File: config.mk
export PLATFORM = sky130hd
export DESIGN_NAME = ooo_core
export DESIGN_NICKNAME = d
export VERILOG_FILES = /design/src/ooo_pkg.sv /design/src/insn_decode.sv /design/src/int_execute.sv /design/src/reorder_buffer.sv /design/src/reg_file.sv /design/src/ooo_core.sv
export SDC_FILE = /design/constraint.sdc
export NUM_CORES = 2
export LEC_CHECK = 0
export BUFFER_PORTS_ARGS = -buffer_cell sky130_fd_sc_hd__buf_2
export CAP_MARGIN = 20
export CORE_ASPECT_RATIO = 0.6
export CORE_MARGIN = 4
export CORE_UTILIZATION = 40
export CTS_CLUSTER_DIAMETER = 150
export DETAILED_ROUTE_END_ITERATION = 7
export PLACE_DENSITY = 0.6
export SLEW_MARGIN = 10
export SYNTH_ARGS = -nofsm -noshare
export SYNTH_HDL_FRONTEND = slang
export SYNTH_HIERARCHICAL = 1
export SYNTH_SLANG_ARGS = --single-unit
File: constraint.sdc
create_clock -name clk -period 18.8 [get_ports clk]
set_input_delay 0.94 -clock clk [delete_from_list [all_inputs] [get_ports clk]]
set_output_delay 0.94 -clock clk [all_outputs]
set_load 0.02 [all_outputs]
File: src/ooo_pkg.sv
package ooo_pkg;

    localparam int XLEN       = 32;
    localparam int ROB_DEPTH  = 8;
    localparam int ROB_TAG_W  = 3;
    localparam int MUL_STAGES = 3;

    // major opcode field values
    localparam logic [6:0] OPC_OP     = 7'b0110011;
    localparam logic [6:0] OPC_OP_IMM = 7'b0010011;
    localparam logic [6:0] OPC_BRANCH = 7'b1100011;

    // funct7 values of the R-type group
    localparam logic [6:0] F7_BASE = 7'b0000000;
    localparam logic [6:0] F7_SUB  = 7'b0100000;
    localparam logic [6:0] F7_MUL  = 7'b0000001;

    // funct3 values
    localparam logic [2:0] F3_ADD = 3'b000;
    localparam logic [2:0] F3_XOR = 3'b100;
    localparam logic [2:0] F3_OR  = 3'b110;
    localparam logic [2:0] F3_AND = 3'b111;
    localparam logic [2:0] F3_BEQ = 3'b000;
    localparam logic [2:0] F3_BNE = 3'b001;

    typedef enum logic [3:0] {
        OP_ADD,
        OP_SUB,
        OP_AND,
        OP_OR,
        OP_XOR,
        OP_ADDI,
        OP_MUL,
        OP_BEQ,
        OP_BNE,
        OP_ILLEGAL
    } opcode_e;

    // decoded instruction leaving decode
    typedef struct packed {
        logic                 valid;
        opcode_e              opcode;
        logic [ROB_TAG_W-1:0] tag;
        logic [4:0]           rd;
        logic [XLEN-1:0]      a;
        logic [XLEN-1:0]      b;
        logic [XLEN-1:0]      target;
    } issue_t;

    // finished instruction, alu or multiplier
    typedef struct packed {
        logic                 valid;
        logic [ROB_TAG_W-1:0] tag;
        logic [XLEN-1:0]      result;
        logic                 taken;
    } complete_t;

    // in-order retirement
    typedef struct packed {
        logic            valid;
        logic [4:0]      rd;
        logic [XLEN-1:0] data;
    } commit_t;

endpackage

File: src/insn_decode.sv
`timescale 1ns/1ps

module insn_decode (
    input  logic                           clk,
    input  logic                           rst,
    input  logic                           insn_valid,
    input  logic [ooo_pkg::XLEN-1:0]       insn,
    input  logic [ooo_pkg::XLEN-1:0]       pc,
    input  logic [31:0]                    busy,
    input  logic [ooo_pkg::XLEN-1:0]       rs1_data,
    input  logic [ooo_pkg::XLEN-1:0]       rs2_data,
    output logic [4:0]                     rs1,
    output logic [4:0]                     rs2,
    input  logic                           rob_full,
    input  logic [ooo_pkg::ROB_TAG_W-1:0]  rob_tail,
    input  logic                           flush,
    output logic                           stall,
    output ooo_pkg::issue_t                issue
);
    import ooo_pkg::*;

    opcode_e         op;
    logic            uses_rs1;
    logic            uses_rs2;
    logic [4:0]      rd;
    logic [XLEN-1:0] imm_i;
    logic [XLEN-1:0] imm_b;
    logic            hazard;

    assign rs1   = insn[19:15];
    assign rs2   = insn[24:20];
    assign imm_i = {{20{insn[31]}}, insn[31:20]};
    assign imm_b = {{19{insn[31]}}, insn[31], insn[7], insn[30:25], insn[11:8], 1'b0};

    always_comb begin
        op = OP_ILLEGAL;
        case (insn[6:0])
            OPC_OP: begin
                if (insn[31:25] == F7_BASE) begin
                    case (insn[14:12])
                        F3_ADD:  op = OP_ADD;
                        F3_AND:  op = OP_AND;
                        F3_OR:   op = OP_OR;
                        F3_XOR:  op = OP_XOR;
                        default: op = OP_ILLEGAL;
                    endcase
                end else if (insn[31:25] == F7_SUB && insn[14:12] == F3_ADD) begin
                    op = OP_SUB;
                end else if (insn[31:25] == F7_MUL && insn[14:12] == F3_ADD) begin
                    op = OP_MUL;
                end
            end
            OPC_OP_IMM: if (insn[14:12] == F3_ADD) op = OP_ADDI;
            OPC_BRANCH: begin
                if (insn[14:12] == F3_BEQ) op = OP_BEQ;
                else if (insn[14:12] == F3_BNE) op = OP_BNE;
            end
            default: op = OP_ILLEGAL;
        endcase
    end

    // illegal words retire as no-ops with no register traffic
    assign uses_rs1 = (op != OP_ILLEGAL);
    assign uses_rs2 = (op != OP_ILLEGAL) && (op != OP_ADDI);
    assign rd = (op == OP_ILLEGAL || op == OP_BEQ || op == OP_BNE) ? 5'd0 : insn[11:7];

    assign hazard = insn_valid &&
                    ((uses_rs1 && busy[rs1]) || (uses_rs2 && busy[rs2]) || busy[rd]);
    assign stall  = rob_full || flush || hazard;

    always_comb begin
        issue.valid  = insn_valid && !stall;
        issue.opcode = op;
        issue.tag    = rob_tail;
        issue.rd     = rd;
        issue.a      = rs1_data;
        issue.b      = (op == OP_ADDI) ? imm_i : rs2_data;
        issue.target = pc + imm_b;
    end

    a_no_issue_when_full: assert property (
        @(posedge clk) disable iff (rst) !(issue.valid && rob_full));

endmodule

File: src/int_execute.sv
`timescale 1ns/1ps

module int_execute (
    input  logic               clk,
    input  logic               rst,
    input  logic               flush,
    input  ooo_pkg::issue_t    issue,
    output ooo_pkg::complete_t alu_done,
    output ooo_pkg::complete_t mul_done
);
    import ooo_pkg::*;

    complete_t alu_q;
    complete_t mul_q [MUL_STAGES];
    logic      alu_sel;
    logic      mul_sel;

    assign mul_sel = issue.valid && (issue.opcode == OP_MUL);
    assign alu_sel = issue.valid && (issue.opcode != OP_MUL);

    // single alu stage, branches resolve here too
    always_ff @(posedge clk) begin
        if (rst || flush) begin
            alu_q.valid <= 1'b0;
        end else begin
            alu_q.valid  <= alu_sel;
            alu_q.tag    <= issue.tag;
            alu_q.taken  <= 1'b0;
            alu_q.result <= '0;
            case (issue.opcode)
                OP_ADD, OP_ADDI: alu_q.result <= issue.a + issue.b;
                OP_SUB:          alu_q.result <= issue.a - issue.b;
                OP_AND:          alu_q.result <= issue.a & issue.b;
                OP_OR:           alu_q.result <= issue.a | issue.b;
                OP_XOR:          alu_q.result <= issue.a ^ issue.b;
                OP_BEQ:          alu_q.taken  <= (issue.a == issue.b);
                OP_BNE:          alu_q.taken  <= (issue.a != issue.b);
                default:         alu_q.result <= '0;
            endcase
        end
    end

    // product formed in stage 0, then carried along
    always_ff @(posedge clk) begin
        if (rst || flush) begin
            for (int s = 0; s < MUL_STAGES; s++) begin
                mul_q[s].valid <= 1'b0;
            end
        end else begin
            mul_q[0].valid  <= mul_sel;
            mul_q[0].tag    <= issue.tag;
            mul_q[0].result <= issue.a * issue.b;
            mul_q[0].taken  <= 1'b0;
            for (int s = 1; s < MUL_STAGES; s++) begin
                mul_q[s] <= mul_q[s-1];
            end
        end
    end

    assign alu_done = alu_q;
    assign mul_done = mul_q[MUL_STAGES-1];

    // one ROB entry can only be in one unit
    a_distinct_tags: assert property (@(posedge clk) disable iff (rst)
        !(alu_done.valid && mul_done.valid && alu_done.tag == mul_done.tag));

endmodule

File: src/reorder_buffer.sv
`timescale 1ns/1ps

module reorder_buffer (
    input  logic                          clk,
    input  logic                          rst,
    input  ooo_pkg::issue_t               issue,
    input  ooo_pkg::complete_t            alu_done,
    input  ooo_pkg::complete_t            mul_done,
    output logic                          full,
    output logic [ooo_pkg::ROB_TAG_W-1:0] tail,
    output ooo_pkg::commit_t              commit,
    output logic                          flush,
    output logic [ooo_pkg::XLEN-1:0]      redirect_pc
);
    import ooo_pkg::*;

    // per-entry state
    logic [ROB_DEPTH-1:0] occupied;
    logic [ROB_DEPTH-1:0] done;
    logic [ROB_DEPTH-1:0] is_branch;
    logic [ROB_DEPTH-1:0] taken;
    logic [4:0]           rd_q     [ROB_DEPTH];
    logic [XLEN-1:0]      data_q   [ROB_DEPTH];
    logic [XLEN-1:0]      target_q [ROB_DEPTH];

    logic [ROB_TAG_W-1:0] head;
    logic [ROB_TAG_W-1:0] tail_q;
    logic [ROB_TAG_W:0]   count;
    logic                 alloc;
    logic                 retire;

    logic                 commit_valid;
    logic [4:0]           commit_rd;
    logic [XLEN-1:0]      commit_data;

    assign alloc  = issue.valid;
    // nothing retires while the flush is in flight
    assign retire = occupied[head] && done[head] && !flush;
    assign full   = (count == (ROB_TAG_W+1)'(ROB_DEPTH));
    assign tail   = tail_q;

    always_ff @(posedge clk) begin
        if (rst || flush) begin
            occupied <= '0;
            done     <= '0;
            head     <= '0;
            tail_q   <= '0;
            count    <= '0;
        end else begin
            if (alloc) begin
                occupied[tail_q] <= 1'b1;
                done[tail_q]     <= 1'b0;
                tail_q           <= tail_q + 1'b1;
            end
            if (alu_done.valid) begin
                done[alu_done.tag] <= 1'b1;
            end
            if (mul_done.valid) begin
                done[mul_done.tag] <= 1'b1;
            end
            if (retire) begin
                occupied[head] <= 1'b0;
                done[head]     <= 1'b0;
                head           <= head + 1'b1;
            end
            count <= count + (ROB_TAG_W+1)'(alloc) - (ROB_TAG_W+1)'(retire);
        end
    end

    always_ff @(posedge clk) begin
        if (rst) begin
            commit_valid <= 1'b0;
            flush        <= 1'b0;
        end else begin
            commit_valid <= retire;
            // predicted not-taken, so taken means mispredict
            flush        <= retire && is_branch[head] && taken[head];
        end
    end

    always_ff @(posedge clk) begin
        if (alloc) begin
            rd_q[tail_q]      <= issue.rd;
            target_q[tail_q]  <= issue.target;
            is_branch[tail_q] <= (issue.opcode == OP_BEQ) || (issue.opcode == OP_BNE);
        end
        if (alu_done.valid) begin
            data_q[alu_done.tag] <= alu_done.result;
            taken[alu_done.tag]  <= alu_done.taken;
        end
        if (mul_done.valid) begin
            data_q[mul_done.tag] <= mul_done.result;
            taken[mul_done.tag]  <= mul_done.taken;
        end
        commit_rd   <= rd_q[head];
        commit_data <= data_q[head];
        redirect_pc <= target_q[head];
    end

    assign commit = '{valid: commit_valid, rd: commit_rd, data: commit_data};

    a_alu_hits_live_entry: assert property (@(posedge clk) disable iff (rst)
        alu_done.valid && !flush |-> occupied[alu_done.tag]);

    a_mul_hits_live_entry: assert property (@(posedge clk) disable iff (rst)
        mul_done.valid && !flush |-> occupied[mul_done.tag]);

    a_count_bound: assert property (@(posedge clk) disable iff (rst)
        count <= (ROB_TAG_W+1)'(ROB_DEPTH));

endmodule

File: src/reg_file.sv
`timescale 1ns/1ps

module reg_file (
    input  logic                     clk,
    input  logic                     rst,
    input  logic                     flush,
    input  logic [4:0]               rs1,
    input  logic [4:0]               rs2,
    output logic [ooo_pkg::XLEN-1:0] rs1_data,
    output logic [ooo_pkg::XLEN-1:0] rs2_data,
    input  ooo_pkg::issue_t          issue,
    input  ooo_pkg::commit_t         commit,
    output logic [31:0]              busy
);
    import ooo_pkg::*;

    logic [XLEN-1:0] regs [32];

    always_ff @(posedge clk) begin
        if (rst) begin
            for (int r = 0; r < 32; r++) begin
                regs[r] <= '0;
            end
        end else if (commit.valid && commit.rd != 5'd0) begin
            regs[commit.rd] <= commit.data;
        end
    end

    // scoreboard, cleared on commit, set on issue
    always_ff @(posedge clk) begin
        if (rst || flush) begin
            busy <= '0;
        end else begin
            if (commit.valid) begin
                busy[commit.rd] <= 1'b0;
            end
            if (issue.valid && issue.rd != 5'd0) begin
                busy[issue.rd] <= 1'b1;
            end
        end
    end

    assign rs1_data = (rs1 == 5'd0) ? '0 : regs[rs1];
    assign rs2_data = (rs2 == 5'd0) ? '0 : regs[rs2];

    a_x0_never_busy: assert property (@(posedge clk) disable iff (rst) !busy[0]);

    // a register write only retires a pending producer
    a_commit_was_pending: assert property (@(posedge clk) disable iff (rst)
        commit.valid && commit.rd != 5'd0 |-> busy[commit.rd]);

endmodule

File: src/ooo_core.sv
`timescale 1ns/1ps

module ooo_core (
    input  logic                     clk,
    input  logic                     rst,
    input  logic                     insn_valid,
    input  logic [ooo_pkg::XLEN-1:0] insn,
    input  logic [ooo_pkg::XLEN-1:0] pc,
    output logic                     stall,
    output ooo_pkg::commit_t         commit,
    output logic                     flush,
    output logic [ooo_pkg::XLEN-1:0] redirect_pc
);
    import ooo_pkg::*;

    issue_t               issue;
    complete_t            alu_done;
    complete_t            mul_done;
    logic [31:0]          busy;
    logic [4:0]           rs1;
    logic [4:0]           rs2;
    logic [XLEN-1:0]      rs1_data;
    logic [XLEN-1:0]      rs2_data;
    logic                 rob_full;
    logic [ROB_TAG_W-1:0] rob_tail;

    insn_decode i_insn_decode (
        .clk(clk), .rst(rst),
        .insn_valid(insn_valid), .insn(insn), .pc(pc),
        .busy(busy), .rs1_data(rs1_data), .rs2_data(rs2_data),
        .rs1(rs1), .rs2(rs2),
        .rob_full(rob_full), .rob_tail(rob_tail), .flush(flush),
        .stall(stall), .issue(issue)
    );

    int_execute i_int_execute (
        .clk(clk), .rst(rst), .flush(flush),
        .issue(issue), .alu_done(alu_done), .mul_done(mul_done)
    );

    reorder_buffer i_reorder_buffer (
        .clk(clk), .rst(rst),
        .issue(issue), .alu_done(alu_done), .mul_done(mul_done),
        .full(rob_full), .tail(rob_tail),
        .commit(commit), .flush(flush), .redirect_pc(redirect_pc)
    );

    reg_file i_reg_file (
        .clk(clk), .rst(rst), .flush(flush),
        .rs1(rs1), .rs2(rs2), .rs1_data(rs1_data), .rs2_data(rs2_data),
        .issue(issue), .commit(commit), .busy(busy)
    );

endmodule

* Word-level counts from Yosys, hierarchy flattened
Memory sizes are Yosys's and may differ from the RTL's. A register that Yosys moved wholly into a read port is not among the register bits.
Cells that the tools add are included.
** Storage, ports and cells
- Memories :: 5
- RAM bits :: 1687
- Register bits :: 113
- Input bits :: 67
** Cells by class
- Eq/ne operators :: 24
- $mul :: 1
- Bitwise gates (word level) :: 17
- Add/subtract/negate cells :: 7
- Reduce and logical (&&, ||, !) cells :: 40
- Order comparisons :: 14
- Multiplexer cells :: 78
** Memories
- i_reg_file.regs :: words 32, width 32, rd ports 2, clocked after Yosys merged registers in 0, wr ports 32, line reg_file.sv:17 : logic [XLEN-1:0] regs [32];
- i_reorder_buffer.data_q :: words 8, width 32, rd ports 1, clocked after Yosys merged registers in 1, wr ports 2, line reorder_buffer.sv:23 : logic [XLEN-1:0] data_q [ROB_DEPTH];
- i_reorder_buffer.target_q :: words 8, width 32, rd ports 1, clocked after Yosys merged registers in 1, wr ports 1, line reorder_buffer.sv:24 : logic [XLEN-1:0] target_q [ROB_DEPTH];
- i_int_execute.mul_q :: words 3, width 37, rd ports 3, clocked after Yosys merged registers in 0, wr ports 3, line int_execute.sv:14 : complete_t mul_q [MUL_STAGES];
- i_reorder_buffer.rd_q :: words 8, width 5, rd ports 1, clocked after Yosys merged registers in 1, wr ports 1, line reorder_buffer.sv:22 : logic [4:0] rd_q [ROB_DEPTH];
** Operator list (count)
- two-way mux 32 bit :: 7
- one-hot mux 32 bit (5 select lines) :: 1
- two-way mux 8 bit :: 12
- adder 32 bit :: 2
- bitwise AND 32 bit :: 2
- bitwise OR 32 bit :: 2
- == test 32 bit :: 1
- multiplier 32 x 32 -> 32 bit :: 1
- two-way mux 1 bit :: 32
- != test 32 bit :: 1
- NOT 32 bit :: 1
- OR reduction 32 bit :: 1
- subtractor 32 bit :: 1
- XOR 32 bit :: 1
- bitwise AND 8 bit :: 3
- bitwise mux 8 bit :: 3
- less-than comparator 5 x 6 -> 1 bit, second input constant :: 4
- bitwise OR 8 bit :: 3
- logical AND 1 bit :: 21
- two-way mux 4 bit :: 5
- == test 4 x 3 -> 1 bit, second input constant :: 4
- less-than comparator 3 x 4 -> 1 bit, second input constant :: 4
- NOT 8 bit :: 2
- one-hot mux 4 bit (4 select lines) :: 1
- 32 further kinds :: 66

* Depth between registers and ports, before layout
- Word-level depth :: 27
- Mapped depth :: 37
- Depth with buffers taken out :: 33

* Cells and area by module
Netlist, hierarchy kept.
** By module, submodules not included
- reg_file :: times used 1, area an instance 56246.4 um^2, sequential area each 31390.1 um^2, cells an instance 3772
- reorder_buffer :: times used 1, area an instance 27873.0 um^2, sequential area each 18918.1 um^2, cells an instance 1781
- int_execute :: times used 1, area an instance 24669.9 um^2, sequential area each 4314.1 um^2, cells an instance 2725
- insn_decode :: times used 1, area an instance 3300.7 um^2, sequential area each 0.0 um^2, cells an instance 445

* Worst setup path before layout
Ideal clock, no wire load.
- Kind :: input-to-reg
- Start point :: in insn[31] in the netlist's numbering
- End point :: mem i_int_execute/mul_q[0][32] in the netlist's numbering, data pin
- Setup slack :: 9224 ps
- Data required time :: 18534 ps
- Cell stages on the path :: 34
- Buffers on the path :: 3
- Arrival :: 9310 ps
- Cells stage by stage :: or4_4 -> nor4_2 -> a31oi_1 -> nand3b_4 -> a21oi_1 -> clkbuf_1 -> nand2_1 -> nand2_1 -> clkbuf_1 -> clkinv_1 -> clkbuf_1 -> nor2_1 -> fa_1 -> inv_1 -> fa_1 -> fa_1 -> fa_1 -> inv_1 -> fa_1 -> inv_1 -> fa_1 -> inv_1 -> fa_1 -> fa_1 -> ha_1 -> a21o_1 -> a21o_1 -> a41o_1 -> a21oi_1 -> a31oi_1 -> a221oi_1 -> a31oi_1 -> xnor2_1 -> nor2_1
** RTL lines
- start, declared :: line ooo_core.sv:7 : input logic [ooo_pkg::XLEN-1:0] insn,
- end, declared :: line int_execute.sv:14

==> summary by stage <==
Critical path
The worst register-to-register path has a setup slack of 8.33 ns. Along the worst path, the maximum fanout reaches 58. The startpoint identified for the worst register-to-register timing path is i_reg_file/regs[2][5]$_SDFFCE_PN0P_.

STA classifies the critical path startpoint as a primary input. The required time at the endpoint of the critical path is 19.34 ns. The depth of the most critical reg-to-reg path is 29. The largest single stage delay on the critical path is 0.73 ns. The critical path data arrival time is 12.32 ns. On the critical path, the stage with the largest delay is an instance of buf_4. The category of the most critical setup path is primary input to flop.

The most used cell along the critical path is fa_1. In this run the critical register-to-register path is captured at i_int_execute/mul_q[0][30]$_DFFE_PP_. The kind of end point of the critical path is a flop.

Logic synthesis
The portion of the post-synthesis area used by sequential elements is 48.7%. In this run the cell area of the synthesized design comes to 112000 sq um. The top cell type's share of synthesized area is 46.2%. Among all cell types in the netlist, the one instantiated most often is edfxtp_1. Of all cell types, the one taking the most synthesized area is edfxtp_1. Sorting the synthesized cells by area gives the leading types as edfxtp_1 (46%), mux4_2 (8.8%), fa_1 (7.4%). In the synthesized netlist the dominant register cell turns out to be edfxtp_1. Yosys printed 6 warnings.

The number of flip-flops and latches in the synthesized netlist is 1866. The mean cell area of the mapped netlist is 12.8 sq um. Counting every instance in the synthesized netlist gives 8723.

Yosys mapped a number of flops with a built-in enable equal to 1725. The share of synthesized registers carrying an async set or reset is 0%. In the synthesized netlist, the cells that appear most often are edfxtp_1 (1725), and2_1 (1085), nand2_1 (571). The unique cell type count in the Yosys netlist is 110.

STA
The slew at the pin closest to its max-slew limit is 1.33 ns. After routing, the total negative slack on setup checks comes to 0 ns. The final count of pins violating max slew was 0. In the post-route analysis, the smallest setup slack over all paths is 7.02 ns. Setup repair after global routing left no endpoint under its margin. The relative slew slack is 11.5%. The worst clock skew is 0.114 ns. Of the available clock period, the critical path in the final layout requires 62.7%.

Timing would allow up to 84.9 MHz. The final number of hold-violating endpoints is 0. The post-route minimum period is 11.78 ns. The number of endpoints failing setup at the final stage is 0. The worst slack on hold paths is 0.428 ns.

Job
The number of violations of the max-capacitance limit is 0.

Power and ir drop
The cell leakage power is 45.7 nW. VDD sags by at most 1.37 mV. The power density normalized to cell area is 202 nW/um^2.

Floorplanning
The die covers 289000 sq um. The die is 691 microns wide. The vertical die dimension is 418 microns.

The count of boundary I/O pins is 139. The cell row count is 150. The area inside the core boundary is 279000 sq um. The starting utilization of the core area is 40.2%.

Global routing
The number of global-route vias before repair is 75.0k. The initial antenna violation count was 54. Summed over all layers, the global routing overflow is 0. The first-pass GRT wire length is 588000 microns. Global routing used 28.5% of the available tracks across all layers. Entering global routing, the biggest net connects 90 pins.

Drt
Dividing the detail-routed via count by the number of cells gives 6.26. The post-detailed-route DRC marker count is 0. Once detail routing completed, the nets flagged for antenna violations numbered 0. After detailed routing, the total wire length is 422000 microns. The total via count after detailed routing is 78.4k.

The iteration count of the initial detailed-routing pass is 8. Dividing the detail-routed wire length by the instance count gives 33.7 microns. For this block, the initial DRC count from the detailed router was 12.6k.

Place
The worst setup slack before clock tree synthesis is 6.13 ns. The final weighted congestion of routability-driven global placement is 1.03. The count of port buffers added during placement is 138.

The wire-length estimate of the detail-placed layout is 290000 microns.

Clock network
The number of H-tree levels is 4. In this run, post-CTS repair resized a total of 0 instances. Clock tree synthesis selected as its root buffer the cell clkbuf_16. The number of sinks handled by clock tree synthesis is 1866. TritonCTS built the clock tree. After clock tree synthesis, the flow added hold-fix buffers numbering 0.

After clock tree synthesis, the clock-pin slew on the worst setup and hold paths is 0.06 ns. The TritonCTS buffer count is 186. The maximum clock path buffer count is 4. Clock latency on the worst-skew pair, taken at its later pin, is 0.89 ns. Once the clock tree was built, the setup fixing pass inserted 0 buffers.

Min path
The hold path depth is 1. The worst hold path belongs to the class primary input to flop. The path with the worst hold slack has its endpoint at i_reorder_buffer/target_q[5][0]$_DFFE_PP_. The startpoint identified for the worst hold timing path is pc[0].

Cells and area
The share of cells above drive strength 1 is 19.4%. The area growth from synthesis to final layout is 9.27%. The final net count is 9348.

Status
The flow ran to the end, and the final reports show no timing, DRC or antenna violations.
-- sequential cells by signal, summed over array words and instances (netlist names), 5 cells and up --
signal / flops
i_reorder_buffer/rd_q: 40
i_reorder_buffer/redirect_pc: 32
i_reorder_buffer/data_q: 256
i_int_execute/alu_done: 37
i_reorder_buffer/done: 8
i_int_execute/mul_q: 108
i_reorder_buffer/taken: 8
i_reorder_buffer/occupied: 8
i_reg_file/busy: 32
i_reg_file/regs: 1024
i_reorder_buffer/commit_rd: 5
i_reorder_buffer/target_q: 256
i_reorder_buffer/commit_data: 32
i_reorder_buffer/is_branch: 8
-- worst max path at each step --
| stage | slack (ns) | start | to |
|---|---|---|---|
| after global placement | 6.10 | insn[21] | i_int_execute/mul_q[0][30]$_DFFE_PP_ |
| after global routing | 6.55 | insn[21] | i_int_execute/mul_q[0][30]$_DFFE_PP_ |
| final | 7.02 | insn[21] | i_int_execute/mul_q[0][30]$_DFFE_PP_ |
| after floorplan | 9.22 | insn[31] | i_int_execute/mul_q[0][32]$_DFFE_PP_ |
| after CTS | 6.97 | insn[21] | i_int_execute/mul_q[0][30]$_DFFE_PP_ |
| after detailed placement | 6.13 | insn[21] | i_int_execute/mul_q[0][30]$_DFFE_PP_ |
-- through the flow --
step | utilization (%) | total power, mW | cell area (sq um) | instances
after floorplan | - | 16.2 | 112000 | 8754
after global placement | 41.7 | 20.7 | 116000 | 12100
after detailed placement | 41.8 | 20.7 | 116000 | 12100
after CTS | 43.9 | 24.6 | 122000 | 12500
after global routing | 43.9 | 26.5 | 122000 | 12500
final | 43.9 | 24.7 | 122000 | 12500
-- cell families after synthesis --
| kind of cell | after synthesis | synth area share [%] |
|---|---|---|
| flops | 1866 | 48.7 |
| fa+ha+maj | 667 | 10.2 |
| xor+xnor | 134 | 1.05 |
| simple gates | 2531 | 11.7 |
| compound gates | 1114 | 6.80 |
| other cells | 2 | 0.00670 |
| mux | 1157 | 16.3 |
| buf+inv | 1252 | 5.14 |
-- per-layer routing --
metal  vias up  part of all wire, %  GRT usage (%)
li1      31300                    -              -
met5         -                 0.11           1.24
met4        14                  2.7           7.28
met3       738                   17           13.6
met2      5913                   37           35.5
met1     40400                   43           43.2
-- worst max-delay path, delay by kind of cell --
family | cells | cell delay, ns
adders and majority gates | 9 | 3.85
and+or+nand+nor | 7 | 1.33
xor gates and xnor gates | 1 | 0.19
buffers and inverters | 8 | 2.75
AOI/OAI and AO/OA | 7 | 2.14
muxes | 2 | 0.91
-- cells in the final DEF (no fill, tap or decap), drive strengths merged, types with 12 or more instances in the layout --
| master | count |
|---|---|
| a211oi | 89 |
| fa | 412 |
| nor2 | 547 |
| o2111ai | 26 |
| and2 | 1088 |
| o21a | 18 |
| a311oi | 75 |
| mux2 | 447 |
| clkbuf | 232 |
| o221ai | 82 |
| bufinv | 16 |
| nor2b | 100 |
| nor3 | 42 |
| or2 | 44 |
| o22ai | 12 |
| inv | 508 |
| o21bai | 19 |
| a21oi | 223 |
| mux2i | 230 |
| o21ai | 246 |
| mux4 | 480 |
| a21o | 33 |
| edfxtp | 1725 |
| clkinv | 82 |
| xor2 | 38 |
| diode | 37 |
| a31oi | 24 |
| conb | 33 |
| ha | 255 |
| a22oi | 133 |
| nand2b | 28 |
| buf | 409 |
| nand3 | 22 |
| xnor2 | 96 |
| nand2 | 571 |
| dfxtp | 141 |
| a221oi | 50 |
-- layout make-up --
class | count | area [sq um]
antenna | 37 | 92.6
clock buffer | 231 | 4940
clock inverter | 101 | 945
fill | 25000 | 156000
inverter | 514 | 1940
multi-input combinational | 5636 | 52400
sequential | 1866 | 54600
tap | 3724 | 4660
timing repair buffer | 410 | 2890
-- power by group --
| part | internal (mW) | leakage [nW] | switching, mW |
|---|---|---|---|
| logic | 6.38 | 24.5 | 9.28 |
| registers | 5.15 | 18.3 | 0.163 |
| clock network | 2.08 | 2.87 | 1.68 |
Power figures use the tool's default switching activity.
